==> src/source/vdpPkg.sv <==
package vdpPkg;

	// Basic widths
	typedef logic [17:0] vramAddr_t;
	typedef logic [15:0] word_t;
	typedef logic signed [10:0] coord_t;

	// Y[7:0] then X[8:0], 512 x 256 frame buffer
	typedef logic [16:0] fbAddr_t;

	typedef struct packed {
		logic [9:0] x1;
		logic [8:0] y1;
		logic [9:0] x2;
		logic [8:0] y2;
	} clip_t;

	typedef struct packed {
		coord_t x;
		coord_t y;
	} point_t;

	typedef struct packed {
		fbAddr_t addr;
		word_t   data;
	} fbWrite_t;

	// One normal sprite job handed to the draw engine
	typedef struct packed {
		vramAddr_t  srcAddr;
		logic [8:0] width;
		logic [7:0] height;
		logic [2:0] colorMode;
		word_t      colorBank;
		logic       spd;
		logic       userClipEn;
		point_t     origin;
		clip_t      sysClip;
		clip_t      userClip;
	} spriteCmd_t;

	// Command table layout
	localparam int cmdWords = 16;
	localparam int cmdFetchWords = 12;
	localparam int ctrlOfs = 0;
	localparam int linkOfs = 1;
	localparam int pmodOfs = 2;
	localparam int colrOfs = 3;
	localparam int srcaOfs = 4;
	localparam int sizeOfs = 5;
	localparam int xaOfs = 6;
	localparam int yaOfs = 7;
	localparam int xcOfs = 10;
	localparam int ycOfs = 11;

	// Command codes, CTRL[3:0]
	localparam logic [3:0] cmdNormal = 4'h0;
	localparam logic [3:0] cmdUserClip = 4'h8;
	localparam logic [3:0] cmdSysClip = 4'h9;
	localparam logic [3:0] cmdLocal = 4'hA;

	// Colour modes, PMOD[5:3]
	localparam logic [2:0] cmBank4 = 3'd0;
	localparam logic [2:0] cmRgb16 = 3'd5;

	localparam clip_t sysClipReset = '{x1: 10'd0, y1: 9'd0, x2: 10'd319, y2: 9'd255};

	localparam int reqFifoDepth = 4;

endpackage

==> src/source/vramArbiter.sv <==
`timescale 1ns/1ps

module vramArbiter import vdpPkg::*; (
	input  logic      CLK,
	input  logic      RST_N,

	input  logic      cmdReqValid,
	input  vramAddr_t cmdReqAddr,
	output logic      cmdReqReady,
	output logic      cmdRspValid,
	output word_t     cmdRspData,

	input  logic      patReqValid,
	input  vramAddr_t patReqAddr,
	output logic      patReqReady,
	output logic      patRspValid,
	output word_t     patRspData,

	output logic      vramReqValid,
	output vramAddr_t vramReqAddr,
	input  logic      vramReqReady,
	input  logic      vramRspValid,
	input  word_t     vramRspData
);

	typedef enum logic {reqCmd, reqPat} requester_t;

	requester_t orderMem [reqFifoDepth];
	logic [$clog2(reqFifoDepth)-1:0] wrPtr;
	logic [$clog2(reqFifoDepth)-1:0] rdPtr;
	logic [$clog2(reqFifoDepth):0] count;
	logic full;
	logic push;
	logic pop;
	requester_t head;

	assign full = count == reqFifoDepth;

	// Command fetch wins over pattern fetch
	assign vramReqValid = !full && (cmdReqValid || patReqValid);
	assign vramReqAddr = cmdReqValid ? cmdReqAddr : patReqAddr;
	assign cmdReqReady = !full && vramReqReady;
	assign patReqReady = !full && vramReqReady && !cmdReqValid;

	assign push = vramReqValid && vramReqReady;
	assign pop = vramRspValid;
	assign head = orderMem[rdPtr];

	// Responses come back in request order
	assign cmdRspValid = vramRspValid && head == reqCmd;
	assign patRspValid = vramRspValid && head == reqPat;
	assign cmdRspData = vramRspData;
	assign patRspData = vramRspData;

	always_ff @(posedge CLK) begin
		if (push) begin
			orderMem[wrPtr] <= cmdReqValid ? reqCmd : reqPat;
		end
	end

	always_ff @(posedge CLK or negedge RST_N) begin
		if (!RST_N) begin
			wrPtr <= '0;
			rdPtr <= '0;
			count <= '0;
		end else begin
			if (push) wrPtr <= wrPtr + 1'b1;
			if (pop) rdPtr <= rdPtr + 1'b1;
			case ({push, pop})
				2'b10: count <= count + 1'b1;
				2'b01: count <= count - 1'b1;
				default: ;
			endcase
		end
	end

	// Memory must not answer a read that was never issued
	rspNeedsOwner: assert property (@(posedge CLK) disable iff (!RST_N)
		vramRspValid |-> count != 0);

	// A push must land in a free slot
	noPushWhenFull: assert property (@(posedge CLK) disable iff (!RST_N)
		push |-> count == '0 || wrPtr != rdPtr);

endmodule

==> src/source/cmdSequencer.sv <==
`timescale 1ns/1ps

module cmdSequencer import vdpPkg::*; (
	input  logic       CLK,
	input  logic       RST_N,
	input  logic       start,

	output logic       cmdReqValid,
	output vramAddr_t  cmdReqAddr,
	input  logic       cmdReqReady,
	input  logic       cmdRspValid,
	input  word_t      cmdRspData,

	output logic       sprValid,
	output spriteCmd_t sprJob,
	input  logic       sprReady,
	input  logic       sprDone,

	output logic       IRQ_N,
	output logic       busy
);

	typedef enum logic [2:0] {seqIdle, seqFetch, seqExec, seqDraw, seqNext} seqState_t;

	seqState_t state;
	vramAddr_t cmdAddr;
	vramAddr_t retAddr;
	vramAddr_t nextAddr;
	logic [3:0] issueCnt;
	logic [3:0] rspCnt;
	logic endFlag;
	clip_t sysClip;
	clip_t userClip;
	point_t localOrg;
	word_t cmdTbl [cmdFetchWords];
	word_t ctrl;
	word_t pmod;
	word_t xa;
	word_t ya;
	logic modeOk;

	assign ctrl = cmdTbl[ctrlOfs];
	assign pmod = cmdTbl[pmodOfs];
	assign xa = cmdTbl[xaOfs];
	assign ya = cmdTbl[yaOfs];
	assign modeOk = pmod[5:3] == cmBank4 || pmod[5:3] == cmRgb16;
	assign nextAddr = cmdAddr + vramAddr_t'(cmdWords);

	// Table reads go out back to back
	assign cmdReqValid = state == seqFetch && issueCnt < cmdFetchWords;
	assign cmdReqAddr = cmdAddr + vramAddr_t'(issueCnt);

	assign IRQ_N = !endFlag;
	assign busy = state != seqIdle;

	always_ff @(posedge CLK) begin
		if (cmdRspValid) begin
			cmdTbl[rspCnt] <= cmdRspData;
		end
	end

	always_comb begin
		sprJob.srcAddr = {cmdTbl[srcaOfs], 2'b00};
		sprJob.width = {cmdTbl[sizeOfs][13:8], 3'b000};
		sprJob.height = cmdTbl[sizeOfs][7:0];
		sprJob.colorMode = pmod[5:3];
		sprJob.colorBank = cmdTbl[colrOfs];
		sprJob.spd = pmod[6];
		sprJob.userClipEn = pmod[10];
		sprJob.origin.x = localOrg.x + coord_t'(xa[10:0]);
		sprJob.origin.y = localOrg.y + coord_t'(ya[10:0]);
		sprJob.sysClip = sysClip;
		sprJob.userClip = userClip;
	end

	always_ff @(posedge CLK or negedge RST_N) begin
		if (!RST_N) begin
			state <= seqIdle;
			cmdAddr <= '0;
			retAddr <= '0;
			issueCnt <= '0;
			rspCnt <= '0;
			sprValid <= 1'b0;
			endFlag <= 1'b0;
			sysClip <= sysClipReset;
			userClip <= '0;
			localOrg <= '0;
		end else if (start) begin
			// List always restarts at word 0
			state <= seqFetch;
			cmdAddr <= '0;
			issueCnt <= '0;
			rspCnt <= '0;
			sprValid <= 1'b0;
			endFlag <= 1'b0;
		end else begin
			case (state)
				seqFetch: begin
					if (cmdReqValid && cmdReqReady) issueCnt <= issueCnt + 4'd1;
					if (cmdRspValid) begin
						rspCnt <= rspCnt + 4'd1;
						if (rspCnt == 4'(cmdFetchWords - 1)) state <= seqExec;
					end
				end
				seqExec: begin
					if (ctrl[15]) begin
						// END
						endFlag <= 1'b1;
						state <= seqIdle;
					end else begin
						state <= seqNext;
						// JP[2] skips execution only
						if (!ctrl[14]) begin
							case (ctrl[3:0])
								cmdNormal: begin
									if (modeOk) begin
										sprValid <= 1'b1;
										state <= seqDraw;
									end
								end
								cmdUserClip: begin
									userClip.x1 <= xa[9:0];
									userClip.y1 <= ya[8:0];
									userClip.x2 <= cmdTbl[xcOfs][9:0];
									userClip.y2 <= cmdTbl[ycOfs][8:0];
								end
								cmdSysClip: begin
									sysClip <= '{x1: 10'd0, y1: 9'd0,
										x2: cmdTbl[xcOfs][9:0], y2: cmdTbl[ycOfs][8:0]};
								end
								cmdLocal: begin
									localOrg.x <= xa[10:0];
									localOrg.y <= ya[10:0];
								end
								default: ;
							endcase
						end
					end
				end
				seqDraw: begin
					if (sprReady) sprValid <= 1'b0;
					if (sprDone) state <= seqNext;
				end
				seqNext: begin
					// JP[1:0] selects next, jump, call or return
					case (ctrl[13:12])
						2'b00: cmdAddr <= nextAddr;
						2'b01: cmdAddr <= {cmdTbl[linkOfs], 2'b00};
						2'b10: begin
							cmdAddr <= {cmdTbl[linkOfs], 2'b00};
							retAddr <= nextAddr;
						end
						default: cmdAddr <= retAddr;
					endcase
					issueCnt <= '0;
					rspCnt <= '0;
					state <= seqFetch;
				end
				default: ;
			endcase
		end
	end

	// Responses never outrun the reads issued for this table
	fetchCountBound: assert property (@(posedge CLK) disable iff (!RST_N)
		issueCnt <= cmdFetchWords && rspCnt <= issueCnt);

	// Arbiter must only route table words to us while fetching
	rspOnlyInFetch: assert property (@(posedge CLK) disable iff (!RST_N)
		cmdRspValid |-> state == seqFetch);

endmodule

==> src/source/spriteDraw.sv <==
`timescale 1ns/1ps

module spriteDraw import vdpPkg::*; (
	input  logic       CLK,
	input  logic       RST_N,

	input  logic       sprValid,
	input  spriteCmd_t sprJob,
	output logic       sprReady,
	output logic       sprDone,

	output logic       patReqValid,
	output vramAddr_t  patReqAddr,
	input  logic       patReqReady,
	input  logic       patRspValid,
	input  word_t      patRspData,

	output logic       fbValid,
	output fbWrite_t   fbData,
	input  logic       fbReady
);

	typedef enum logic [2:0] {drIdle, drFetch, drWait, drPixel, drDone} drawState_t;

	drawState_t state;
	spriteCmd_t job;
	logic [8:0] px;
	logic [7:0] py;
	vramAddr_t rowAddr;
	vramAddr_t stride;
	word_t patWord;
	logic isRgb;
	logic [3:0] nibble;
	word_t color;
	logic transparent;
	coord_t drawX;
	coord_t drawY;
	logic sysIn;
	logic userIn;
	logic writeEn;
	logic step;
	logic lastX;
	logic lastY;

	assign isRgb = job.colorMode == cmRgb16;
	assign stride = isRgb ? vramAddr_t'(job.width) : vramAddr_t'(job.width[8:2]);

	assign sprReady = state == drIdle;
	assign sprDone = state == drDone;
	assign patReqValid = state == drFetch;
	assign patReqAddr = rowAddr + (isRgb ? vramAddr_t'(px) : vramAddr_t'(px[8:2]));

	// Bank mode reads nibbles from the MSB end
	always_comb begin
		case (px[1:0])
			2'd0: nibble = patWord[15:12];
			2'd1: nibble = patWord[11:8];
			2'd2: nibble = patWord[7:4];
			default: nibble = patWord[3:0];
		endcase
		color = isRgb ? patWord : {job.colorBank[15:4], nibble};
		transparent = isRgb ? patWord == '0 : nibble == '0;
	end

	assign drawX = job.origin.x + coord_t'({2'b00, px});
	assign drawY = job.origin.y + coord_t'({3'b000, py});

	assign sysIn = !drawX[10] && !drawY[10] && drawX[9:0] <= job.sysClip.x2
		&& drawY[9:0] <= {1'b0, job.sysClip.y2};
	assign userIn = drawX[9:0] >= job.userClip.x1 && drawX[9:0] <= job.userClip.x2
		&& drawY[9:0] >= {1'b0, job.userClip.y1} && drawY[9:0] <= {1'b0, job.userClip.y2};
	assign writeEn = state == drPixel && (!transparent || job.spd) && sysIn
		&& (userIn || !job.userClipEn);

	assign fbValid = writeEn;
	assign fbData = '{addr: {drawY[7:0], drawX[8:0]}, data: color};

	// Hidden pixels move on at once
	assign step = !writeEn || fbReady;
	assign lastX = px == job.width - 9'd1;
	assign lastY = py == job.height - 8'd1;

	always_ff @(posedge CLK) begin
		if (state == drIdle && sprValid) begin
			job <= sprJob;
			rowAddr <= sprJob.srcAddr;
		end else if (state == drPixel && step && lastX && !lastY) begin
			rowAddr <= rowAddr + stride;
		end
		if (state == drWait && patRspValid) begin
			patWord <= patRspData;
		end
	end

	always_ff @(posedge CLK or negedge RST_N) begin
		if (!RST_N) begin
			state <= drIdle;
			px <= '0;
			py <= '0;
		end else begin
			case (state)
				drIdle: begin
					if (sprValid) begin
						px <= '0;
						py <= '0;
						// Empty sprite
						if (sprJob.width == '0 || sprJob.height == '0) state <= drDone;
						else state <= drFetch;
					end
				end
				drFetch: if (patReqReady) state <= drWait;
				drWait: if (patRspValid) state <= drPixel;
				drPixel: begin
					if (step) begin
						if (lastX) begin
							px <= '0;
							if (lastY) begin
								state <= drDone;
							end else begin
								py <= py + 8'd1;
								state <= drFetch;
							end
						end else begin
							px <= px + 9'd1;
							// New pattern word needed
							if (isRgb || px[1:0] == 2'd3) state <= drFetch;
						end
					end
				end
				default: state <= drIdle;
			endcase
		end
	end

	fbHoldStable: assert property (@(posedge CLK) disable iff (!RST_N)
		fbValid && !fbReady |=> fbValid && $stable(fbData));

endmodule

==> src/source/vdpTop.sv <==
`timescale 1ns/1ps

module vdpTop import vdpPkg::*; (
	input  logic      CLK,
	input  logic      RST_N,
	input  logic      start,

	output logic      vramReqValid,
	output vramAddr_t vramReqAddr,
	input  logic      vramReqReady,
	input  logic      vramRspValid,
	input  word_t     vramRspData,

	output logic      fbValid,
	output fbWrite_t  fbData,
	input  logic      fbReady,

	output logic      IRQ_N,
	output logic      busy
);

	// Command fetch path
	logic cmdReqValid;
	vramAddr_t cmdReqAddr;
	logic cmdReqReady;
	logic cmdRspValid;
	word_t cmdRspData;

	// Pattern fetch path
	logic patReqValid;
	vramAddr_t patReqAddr;
	logic patReqReady;
	logic patRspValid;
	word_t patRspData;

	// Sprite job handoff
	logic sprValid;
	spriteCmd_t sprJob;
	logic sprReady;
	logic sprDone;

	vramArbiter i_arbiter (
		.CLK          (CLK),
		.RST_N        (RST_N),
		.cmdReqValid  (cmdReqValid),
		.cmdReqAddr   (cmdReqAddr),
		.cmdReqReady  (cmdReqReady),
		.cmdRspValid  (cmdRspValid),
		.cmdRspData   (cmdRspData),
		.patReqValid  (patReqValid),
		.patReqAddr   (patReqAddr),
		.patReqReady  (patReqReady),
		.patRspValid  (patRspValid),
		.patRspData   (patRspData),
		.vramReqValid (vramReqValid),
		.vramReqAddr  (vramReqAddr),
		.vramReqReady (vramReqReady),
		.vramRspValid (vramRspValid),
		.vramRspData  (vramRspData)
	);

	cmdSequencer i_cmdSeq (
		.CLK         (CLK),
		.RST_N       (RST_N),
		.start       (start),
		.cmdReqValid (cmdReqValid),
		.cmdReqAddr  (cmdReqAddr),
		.cmdReqReady (cmdReqReady),
		.cmdRspValid (cmdRspValid),
		.cmdRspData  (cmdRspData),
		.sprValid    (sprValid),
		.sprJob      (sprJob),
		.sprReady    (sprReady),
		.sprDone     (sprDone),
		.IRQ_N       (IRQ_N),
		.busy        (busy)
	);

	spriteDraw i_draw (
		.CLK         (CLK),
		.RST_N       (RST_N),
		.sprValid    (sprValid),
		.sprJob      (sprJob),
		.sprReady    (sprReady),
		.sprDone     (sprDone),
		.patReqValid (patReqValid),
		.patReqAddr  (patReqAddr),
		.patReqReady (patReqReady),
		.patRspValid (patRspValid),
		.patRspData  (patRspData),
		.fbValid     (fbValid),
		.fbData      (fbData),
		.fbReady     (fbReady)
	);

endmodule

==> config.mk <==
export PLATFORM = sky130hd
export DESIGN_NAME = vdpTop
export DESIGN_NICKNAME = d
export VERILOG_FILES = /design/src/source/vdpPkg.sv /design/src/source/vramArbiter.sv /design/src/source/cmdSequencer.sv /design/src/source/spriteDraw.sv /design/src/source/vdpTop.sv
export SDC_FILE = /design/constraint.sdc
export NUM_CORES = 1
export LEC_CHECK = 0
export ABC_AREA = 1
export BUFFER_PORTS_ARGS = -buffer_cell sky130_fd_sc_hd__buf_2
export CORE_UTILIZATION = 30
export DETAILED_ROUTE_END_ITERATION = 8
export MAX_ROUTING_LAYER = met4
export PLACE_DENSITY = 0.45
export SLEW_MARGIN = 20
export SYNTH_ARGS = -nofsm -noshare
export SYNTH_HDL_FRONTEND = slang
export SYNTH_HIERARCHICAL = 1
export SYNTH_SLANG_ARGS = --single-unit
==> constraint.sdc <==
create_clock -name CLK -period 4.9 [get_ports CLK]
set_input_delay 0.49 -clock CLK [delete_from_list [all_inputs] [get_ports CLK]]
set_output_delay 0.49 -clock CLK [all_outputs]
set_load 0.05 [all_outputs]
# Yosys cells after proc, flatten, opt, wreduce, memory -nomap -nowiden
# Memories as Yosys holds them, arrays and structs flattened. A register that Yosys moved wholly into a read port is not among the register bits.
# Cells that the tools add are included.
dict set report totals {
  register_bits 287
  ram_bits 196
  inputBits 22
  output_inout_bits 55
  elab_cells 238
  mem_count 2
}
# name words width rd rd_ports_with_merged_regs wr line_no
set mem_list {}
lappend mem_list {i_cmdSeq.cmdTbl 12 16 10 1 1 cmdSequencer.sv:35} ;# word_t cmdTbl [cmdFetchWords];
lappend mem_list {i_arbiter.orderMem 4 1 1 0 1 vramArbiter.sv:28} ;# requester_t orderMem [reqFifoDepth];
dict set report classes {
  n_addsub 18
  n_lt_le_gt_ge 7
  n_eq_ne 40
  n_mux 60
  bitwise_logic 4
  n_reduce_logical 70
}
# cell n
set op_table {}
lappend op_table {{$mux W18} 5}
lappend op_table {{$mux W3} 16}
lappend op_table {{$mux W9} 5}
lappend op_table {{$add A18 B18 Y18} 2}
lappend op_table {{$pmux W18 S2} 1}
lappend op_table {{$mux W8} 4}
lappend op_table {{$reduce_and A5 Y1} 5}
lappend op_table {{$pmux W3 S4} 2}
lappend op_table {{$add A11 B11 Y11} 2}
lappend op_table {{$logic_and A1 B1 Y1} 22}
lappend op_table {{$le A10 B10 Y1} 2}
lappend op_table {{$le A10 B9 Y1} 2}
lappend op_table {{$add A18 B4 Y18} 1}
lappend op_table {{$add A18 B5 Y18 const B} 1}
lappend op_table {{$pmux W9 S2} 1}
lappend op_table {{$eq A4 B4 Y1 const B} 4}
lappend op_table {{$logic_not A16 Y1} 1}
lappend op_table {{$mux W16} 1}
lappend op_table {{$mux W4} 4}
lappend op_table {{$pmux W4 S2} 2}
lappend op_table {{$pmux W8 S2} 1}
lappend op_table {{$eq A3 B3 Y1 const B} 5}
lappend op_table {{$mux W1} 15}
lappend op_table {{$ne A3 B2 Y1 const B} 5}
lappend op_table {{other kinds (41)} 90}

# Longest topological paths before layout
dict set report logic_depth {
  ltp_word 16
  mapped_depth 25
  ltp_nobuf 24
}

# Modules after synthesis
# Netlist, hierarchy kept.
# mod n_inst cells_each area_per_inst_um2 seq_area_each_um2
set modules_own_cells {}
lappend modules_own_cells {cmdSequencer 1 1065 10851.7 6705.2}
lappend modules_own_cells {spriteDraw 1 1201 10587.7 4914.7}
lappend modules_own_cells {vramArbiter 1 160 1121.1 295.3}

# Worst setup path after synthesis
# Ideal clock, no wire load.
dict set report synth_timing {
  path_type {register to register}
  from {register i_draw.state[1]}
  to {register i_draw.rowAddr[2] (data pin)}
  setup_time_ns 0.427
  arrival_time_ns 4.388
  required_ns 4.473
  path_slack_ns 0.085
  path_stages_with_launch 8
  path_buffers 1
  synth_period_minus_slack_ns 4.815
  cell_sequence {dfrtp_1 > nor2_1 > inv_1 > nor2_1 > nand2_1 > clkinv_1 > clkbuf_1 > o21ai_0}
}
dict set report synth_via {
  elab_chain_len 3
}
# item line_no
set synth_lines {}
lappend synth_lines {{start, declared} spriteDraw.sv:25} ;# drawState_t state;
lappend synth_lines {{start signal, assigned} spriteDraw.sv:97} ;# state <= drIdle;
lappend synth_lines {{start signal, assigned} spriteDraw.sv:107} ;# if (sprJob.width == '0 || sprJob.height == '0) state <= drDone;
lappend synth_lines {{start signal, assigned} spriteDraw.sv:108} ;# else state <= drFetch;
lappend synth_lines {{$logic_not A3 Y1} -}
lappend synth_lines {{via sprReady} vdpTop.sv:39} ;# logic sprReady;
lappend synth_lines {{$logic_and A1 B1 Y1} spriteDraw.sv:84} ;# if (state == drIdle && sprValid) begin
lappend synth_lines {{$mux W18} spriteDraw.sv:84}
lappend synth_lines {{end signal, assigned} spriteDraw.sv:86} ;# rowAddr <= sprJob.srcAddr;
lappend synth_lines {{end signal, assigned} spriteDraw.sv:88} ;# rowAddr <= rowAddr + stride;
lappend synth_lines {{end, declared} spriteDraw.sv:29} ;# vramAddr_t rowAddr;
# The timed path passes the listed nets, and every way through them passes these cells.
# A chain may end at the register's enable or synchronous reset.

# Final worst setup path
dict set report layout_timing {
  from {register i_draw.px[2]}
  to {output fbValid}
}
dict set report layout_via {
  elab_chain_len 7
  elab_cells_between_ends 14
  classes_between {add/sub: 1; order compare: 3; reduce/logical: 10}
}
# item line_no
set layout_lines {}
lappend layout_lines {{start, declared} spriteDraw.sv:27} ;# logic [8:0] px;
lappend layout_lines {{start signal, assigned} spriteDraw.sv:124} ;# px <= px + 9'd1;
lappend layout_lines {{$add A11 B10 Y11 (*)} spriteDraw.sv:65} ;# assign drawX = job.origin.x + coord_t'({2'b00, px});
lappend layout_lines {{$ge A10 B10 Y1 (tied with other cells)} spriteDraw.sv:70} ;# assign userIn = drawX[9:0] >= job.userClip.x1 && drawX[9:0] <= job.userClip.x2
lappend layout_lines {{$logic_and A1 B1 Y1 (on tied branches)} {spriteDraw.sv:70, spriteDraw.sv:68}}
lappend layout_lines {{$logic_and A1 B1 Y1 (on tied branches)} {spriteDraw.sv:71, spriteDraw.sv:68}}
lappend layout_lines {{$logic_and A1 B1 Y1 (on tied branches)} {spriteDraw.sv:71, spriteDraw.sv:69}}
lappend layout_lines {{$logic_or A1 B1 Y1 / $logic_and A1 B1 Y1 (equally long branches)} {spriteDraw.sv:73, spriteDraw.sv:72}}
lappend layout_lines {{$logic_and A1 B1 Y1 (*)} spriteDraw.sv:73} ;# && (userIn || !job.userClipEn);
lappend layout_lines {{end, declared} vdpTop.sv:14} ;# output logic fbValid,
# Every way passes the cells marked *; elsewhere a longest branch is shown, timed or not.

==> flow_summary.json <==
{
  "pwr-share-clk_pct": 30.3,
  "start_util_pct": 30.5,
  "area_delta_synth_final_pct": 13.3,
  "dpl_cell_area_sq_um": 23600,
  "tns_ns": 0,
  "cts_tree": "built",
  "fp.dieH_um": 275,
  "die_w_um": 275,
  "cts.path.max_buffers": 3,
  "vias": 16000,
  "grt_max_degree": 143,
  "fp-row-count": 99,
  "seq_area_sq_um": 11800,
  "ir_drop_mv": 0.326,
  "post-route-period-util_pct": 94.1,
  "syn_area_per_cell_sq_um": 9.28,
  "combinationalPowerShare_pct": 30.2,
  "critPathBufInv": 2,
  "multi_input_area_sq_um": 8870,
  "grt_usage_pct": 17.1,
  "seq_power_share_pct": 39.5,
  "slowest_stage": "xnor2_1",
  "drc": 2,
  "drive_above_1_share_pct": 9.70,
  "ys_warn_count": 6,
  "crit_chain": "ha_1 > inv_1 > nor3_1 > a21oi_2 > xnor2_1 > ha_1 > nand2_1 > nor2_1 > nand3_1 > nand3_1 > a21oi_2 > nand2_1 > nor2_1 > nand2_1 > nor2_4 > and2_1 > buf_4",
  "die_area_sq_um": 75400,
  "crit_top_cell": "nand2_1",
  "hp-start": "vramRspValid",
  "io_buffers": 76,
  "place.gp.congestion": 0.893,
  "grt-ovfl-total": 0,
  "whs_path_depth": 2,
  "antenna_left": 0,
  "outcome": "finished with violations",
  "antenna_found_initial": 8,
  "syn-cell-area_sq_um": 22300,
  "cap_violations": 0,
  "cts.sink_count": 418,
  "h-tree-depth": 2,
  "r2r_slack_ns": 0.47,
  "root_buffer": "clkbuf_16",
  "n_fill_cell": 7469,
  "crit_path_max_fanout": 7,
  "drv_slew": 0,
  "rr_worst_depth": 17,
  "firstDrtPassIters": 8,
  "fmax_mhz": 217,
  "worstMarginPinSlew_ns": 0.923,
  "slew_headroom_pct": 37.8,
  "total_leakage_power_nw": 11.3,
  "wl_per_cell_um": 17.7,
  "grt_pass1_wl_mm": 94.4,
  "fin_worst_skew_ns": 0.0439,
  "drtIter0Drc": 1166,
  "dp_hpwl_mm": 44.4,
  "swShare_pct": 37.0,
  "finalHoldViolCount": 0,
  "rsz0062_at_grt": "false",
  "final_area_sq_um": 25300,
  "critPathMaxStageDelay_ns": 0.48,
  "violations": "design-rule violations",
  "pin_count": 77,
  "grt_pass1_vias": 15800,
  "p_int_mw": 7.44,
  "cp-end-kind": "output pin",
  "critPathLaunchType": "flip-flop",
  "rr_startpoint": "i_draw/px[0]$_DFFE_PN0P_",
  "core_sq_um": 73200,
  "power_mw": 11.8,
  "setup_viol": 0,
  "path_clk_slew_ns": 0.06,
  "clk_latency_ns": 0.60,
  "syn_inst": 2403,
  "drt_wl_total_mm": 61.5,
  "avgViaCountPerCell": 4.62,
  "path_delay_family": "simple AND/OR/NAND/NOR gates",
  "utilization_pct": 34.5,
  "min_to": "i_arbiter/rdPtr[0]$_DFFE_PN0P_",
  "required_ns": 4.41,
  "hp-class": "input pin to flip-flop",
  "power.density_nw_per_um2": 468,
  "min_period_ns": 4.61,
  "r2r-end": "i_draw/rowAddr[8]$_DFFE_PP_",
  "critPathKind": "flip-flop to output pin",
  "power_switching_mw": 4.38,
  "numCtsBuffers": 50,
  "layout.nets": 2642,
  "cp.arrival_ns": 4.12
}
==> how the worst max path moves through the flow <==
stage                           startpoint                           end  slack, ns  cells after the start
2_1_floorplan  i_draw/state[1]$_DFFE_PN0P_   i_draw/rowAddr[2]$_DFFE_PP_       0.09                      7
3_5_place_dp      i_draw/px[0]$_DFFE_PN0P_  i_draw/rowAddr[14]$_DFFE_PP_       0.34                     20
3_3_place_gp      i_draw/px[2]$_DFFE_PN0P_  i_draw/rowAddr[17]$_DFFE_PP_       0.40                     18
6_report          i_draw/px[2]$_DFFE_PN0P_                       fbValid       0.29                     17
5_1_grt           i_draw/px[2]$_DFFE_PN0P_                       fbValid       0.01                     20
4_1_cts           i_draw/px[5]$_DFFE_PN0P_                       fbValid       0.07                     19
==> placed cells by master (no fill, tap or decap), types with 38 or more instances in the layout <==
cell / n
nor2_1: 144
clkbuf_16: 52
edfxtp_1: 263
buf_2: 74
inv_1: 319
a21oi_1: 71
dfrtp_1: 138
o21ai_0: 134
nand3_1: 117
ha_1: 135
xor2_1: 79
nand2_1: 661
nand4_1: 38
==> sequential cells by signal, summed over array words and instances (netlist names) <==
name / count
i_draw/px: 9
i_draw/py: 8
i_cmdSeq/issueCnt: 4
i_cmdSeq/localOrg: 22
i_draw/state: 3
i_arbiter/orderMem: 4
i_cmdSeq/sprValid: 1
i_cmdSeq/endFlag: 1
i_cmdSeq/sprJob: 57
i_cmdSeq/state: 3
i_draw/patWord: 16
i_cmdSeq/cmdAddr: 18
i_cmdSeq/retAddr: 18
i_cmdSeq/cmdTbl: 112
i_arbiter/count: 3
i_draw/job: 113
i_arbiter/rdPtr: 2
i_cmdSeq/rspCnt: 4
i_draw/rowAddr: 18
i_arbiter/wrPtr: 2
==> power by group through the flow <==
stage | combinational, mW | clock, mW | sequential (mW)
after floorplan | 2.63 | 0 | 4.66
after global placement | 3.57 | 0 | 4.73
after detailed placement | 3.60 | 0 | 4.73
after CTS | 3.62 | 3.69 | 4.67
after global routing | 3.99 | 3.80 | 4.73
final | 3.57 | 3.58 | 4.67
==> worst register-to-register path: stages, from the launching register on <==
cell and delay [ns]:
dfrtp_2 0.43, ha_1 0.19, inv_1 0.06, fa_1 0.43
o31ai_1 0.33, xor2_1 0.26, buf_4 0.17, buf_4 0.11
ha_1 0.21, nand2_1 0.10, nor2_1 0.06, o211ai_1 0.08
nand4_1 0.22, nand4_1 0.22, nand2_1 0.13, nand3_4 0.22
nand3_4 0.18, inv_1 0.64
==> timing repair <==
action / 4_1_cts / 5_1_grt
pin swaps: 1 / 1
buffers inserted: 2 / 0
endpoints found under the hold margin: 13 / 0
resized for setup: 1 / 10
hold buffers: 1 / 0
endpoints found under the setup margin: 1 / 1
==> stage by stage <==
step,instances,setup slack (ns),hold WS [ns]
global route,3475,0.0120,0.159
global placement,3379,0.399,0.329
detailed placement,3379,0.337,0.330
CTS,3475,0.0727,0.136
finish,3476,0.291,0.165
floorplan,2407,0.0850,0.194
==> routing by layer <==
metal  vias to the layer above  part of all wire, %  track usage, %
li1                       8026                    -               -
met1                      7632                   49            23.5
met2                       318                   45            26.5
met3                        69                  4.3            2.20
met4                         0                  1.9            4.21
met5                         -                    0               -
==> area by class of cell <==
type                       count  area share, %
timing repair buffer          97           2.32
antenna                        1        0.00990
sequential                   418           46.7
tap                          959           4.75
multi-input combinational   1583           35.1
clock buffer                  63           5.39
inverter                     325           4.84
clock inverter                30          0.921
No activity file was read; power rests on OpenSTA's default activity.
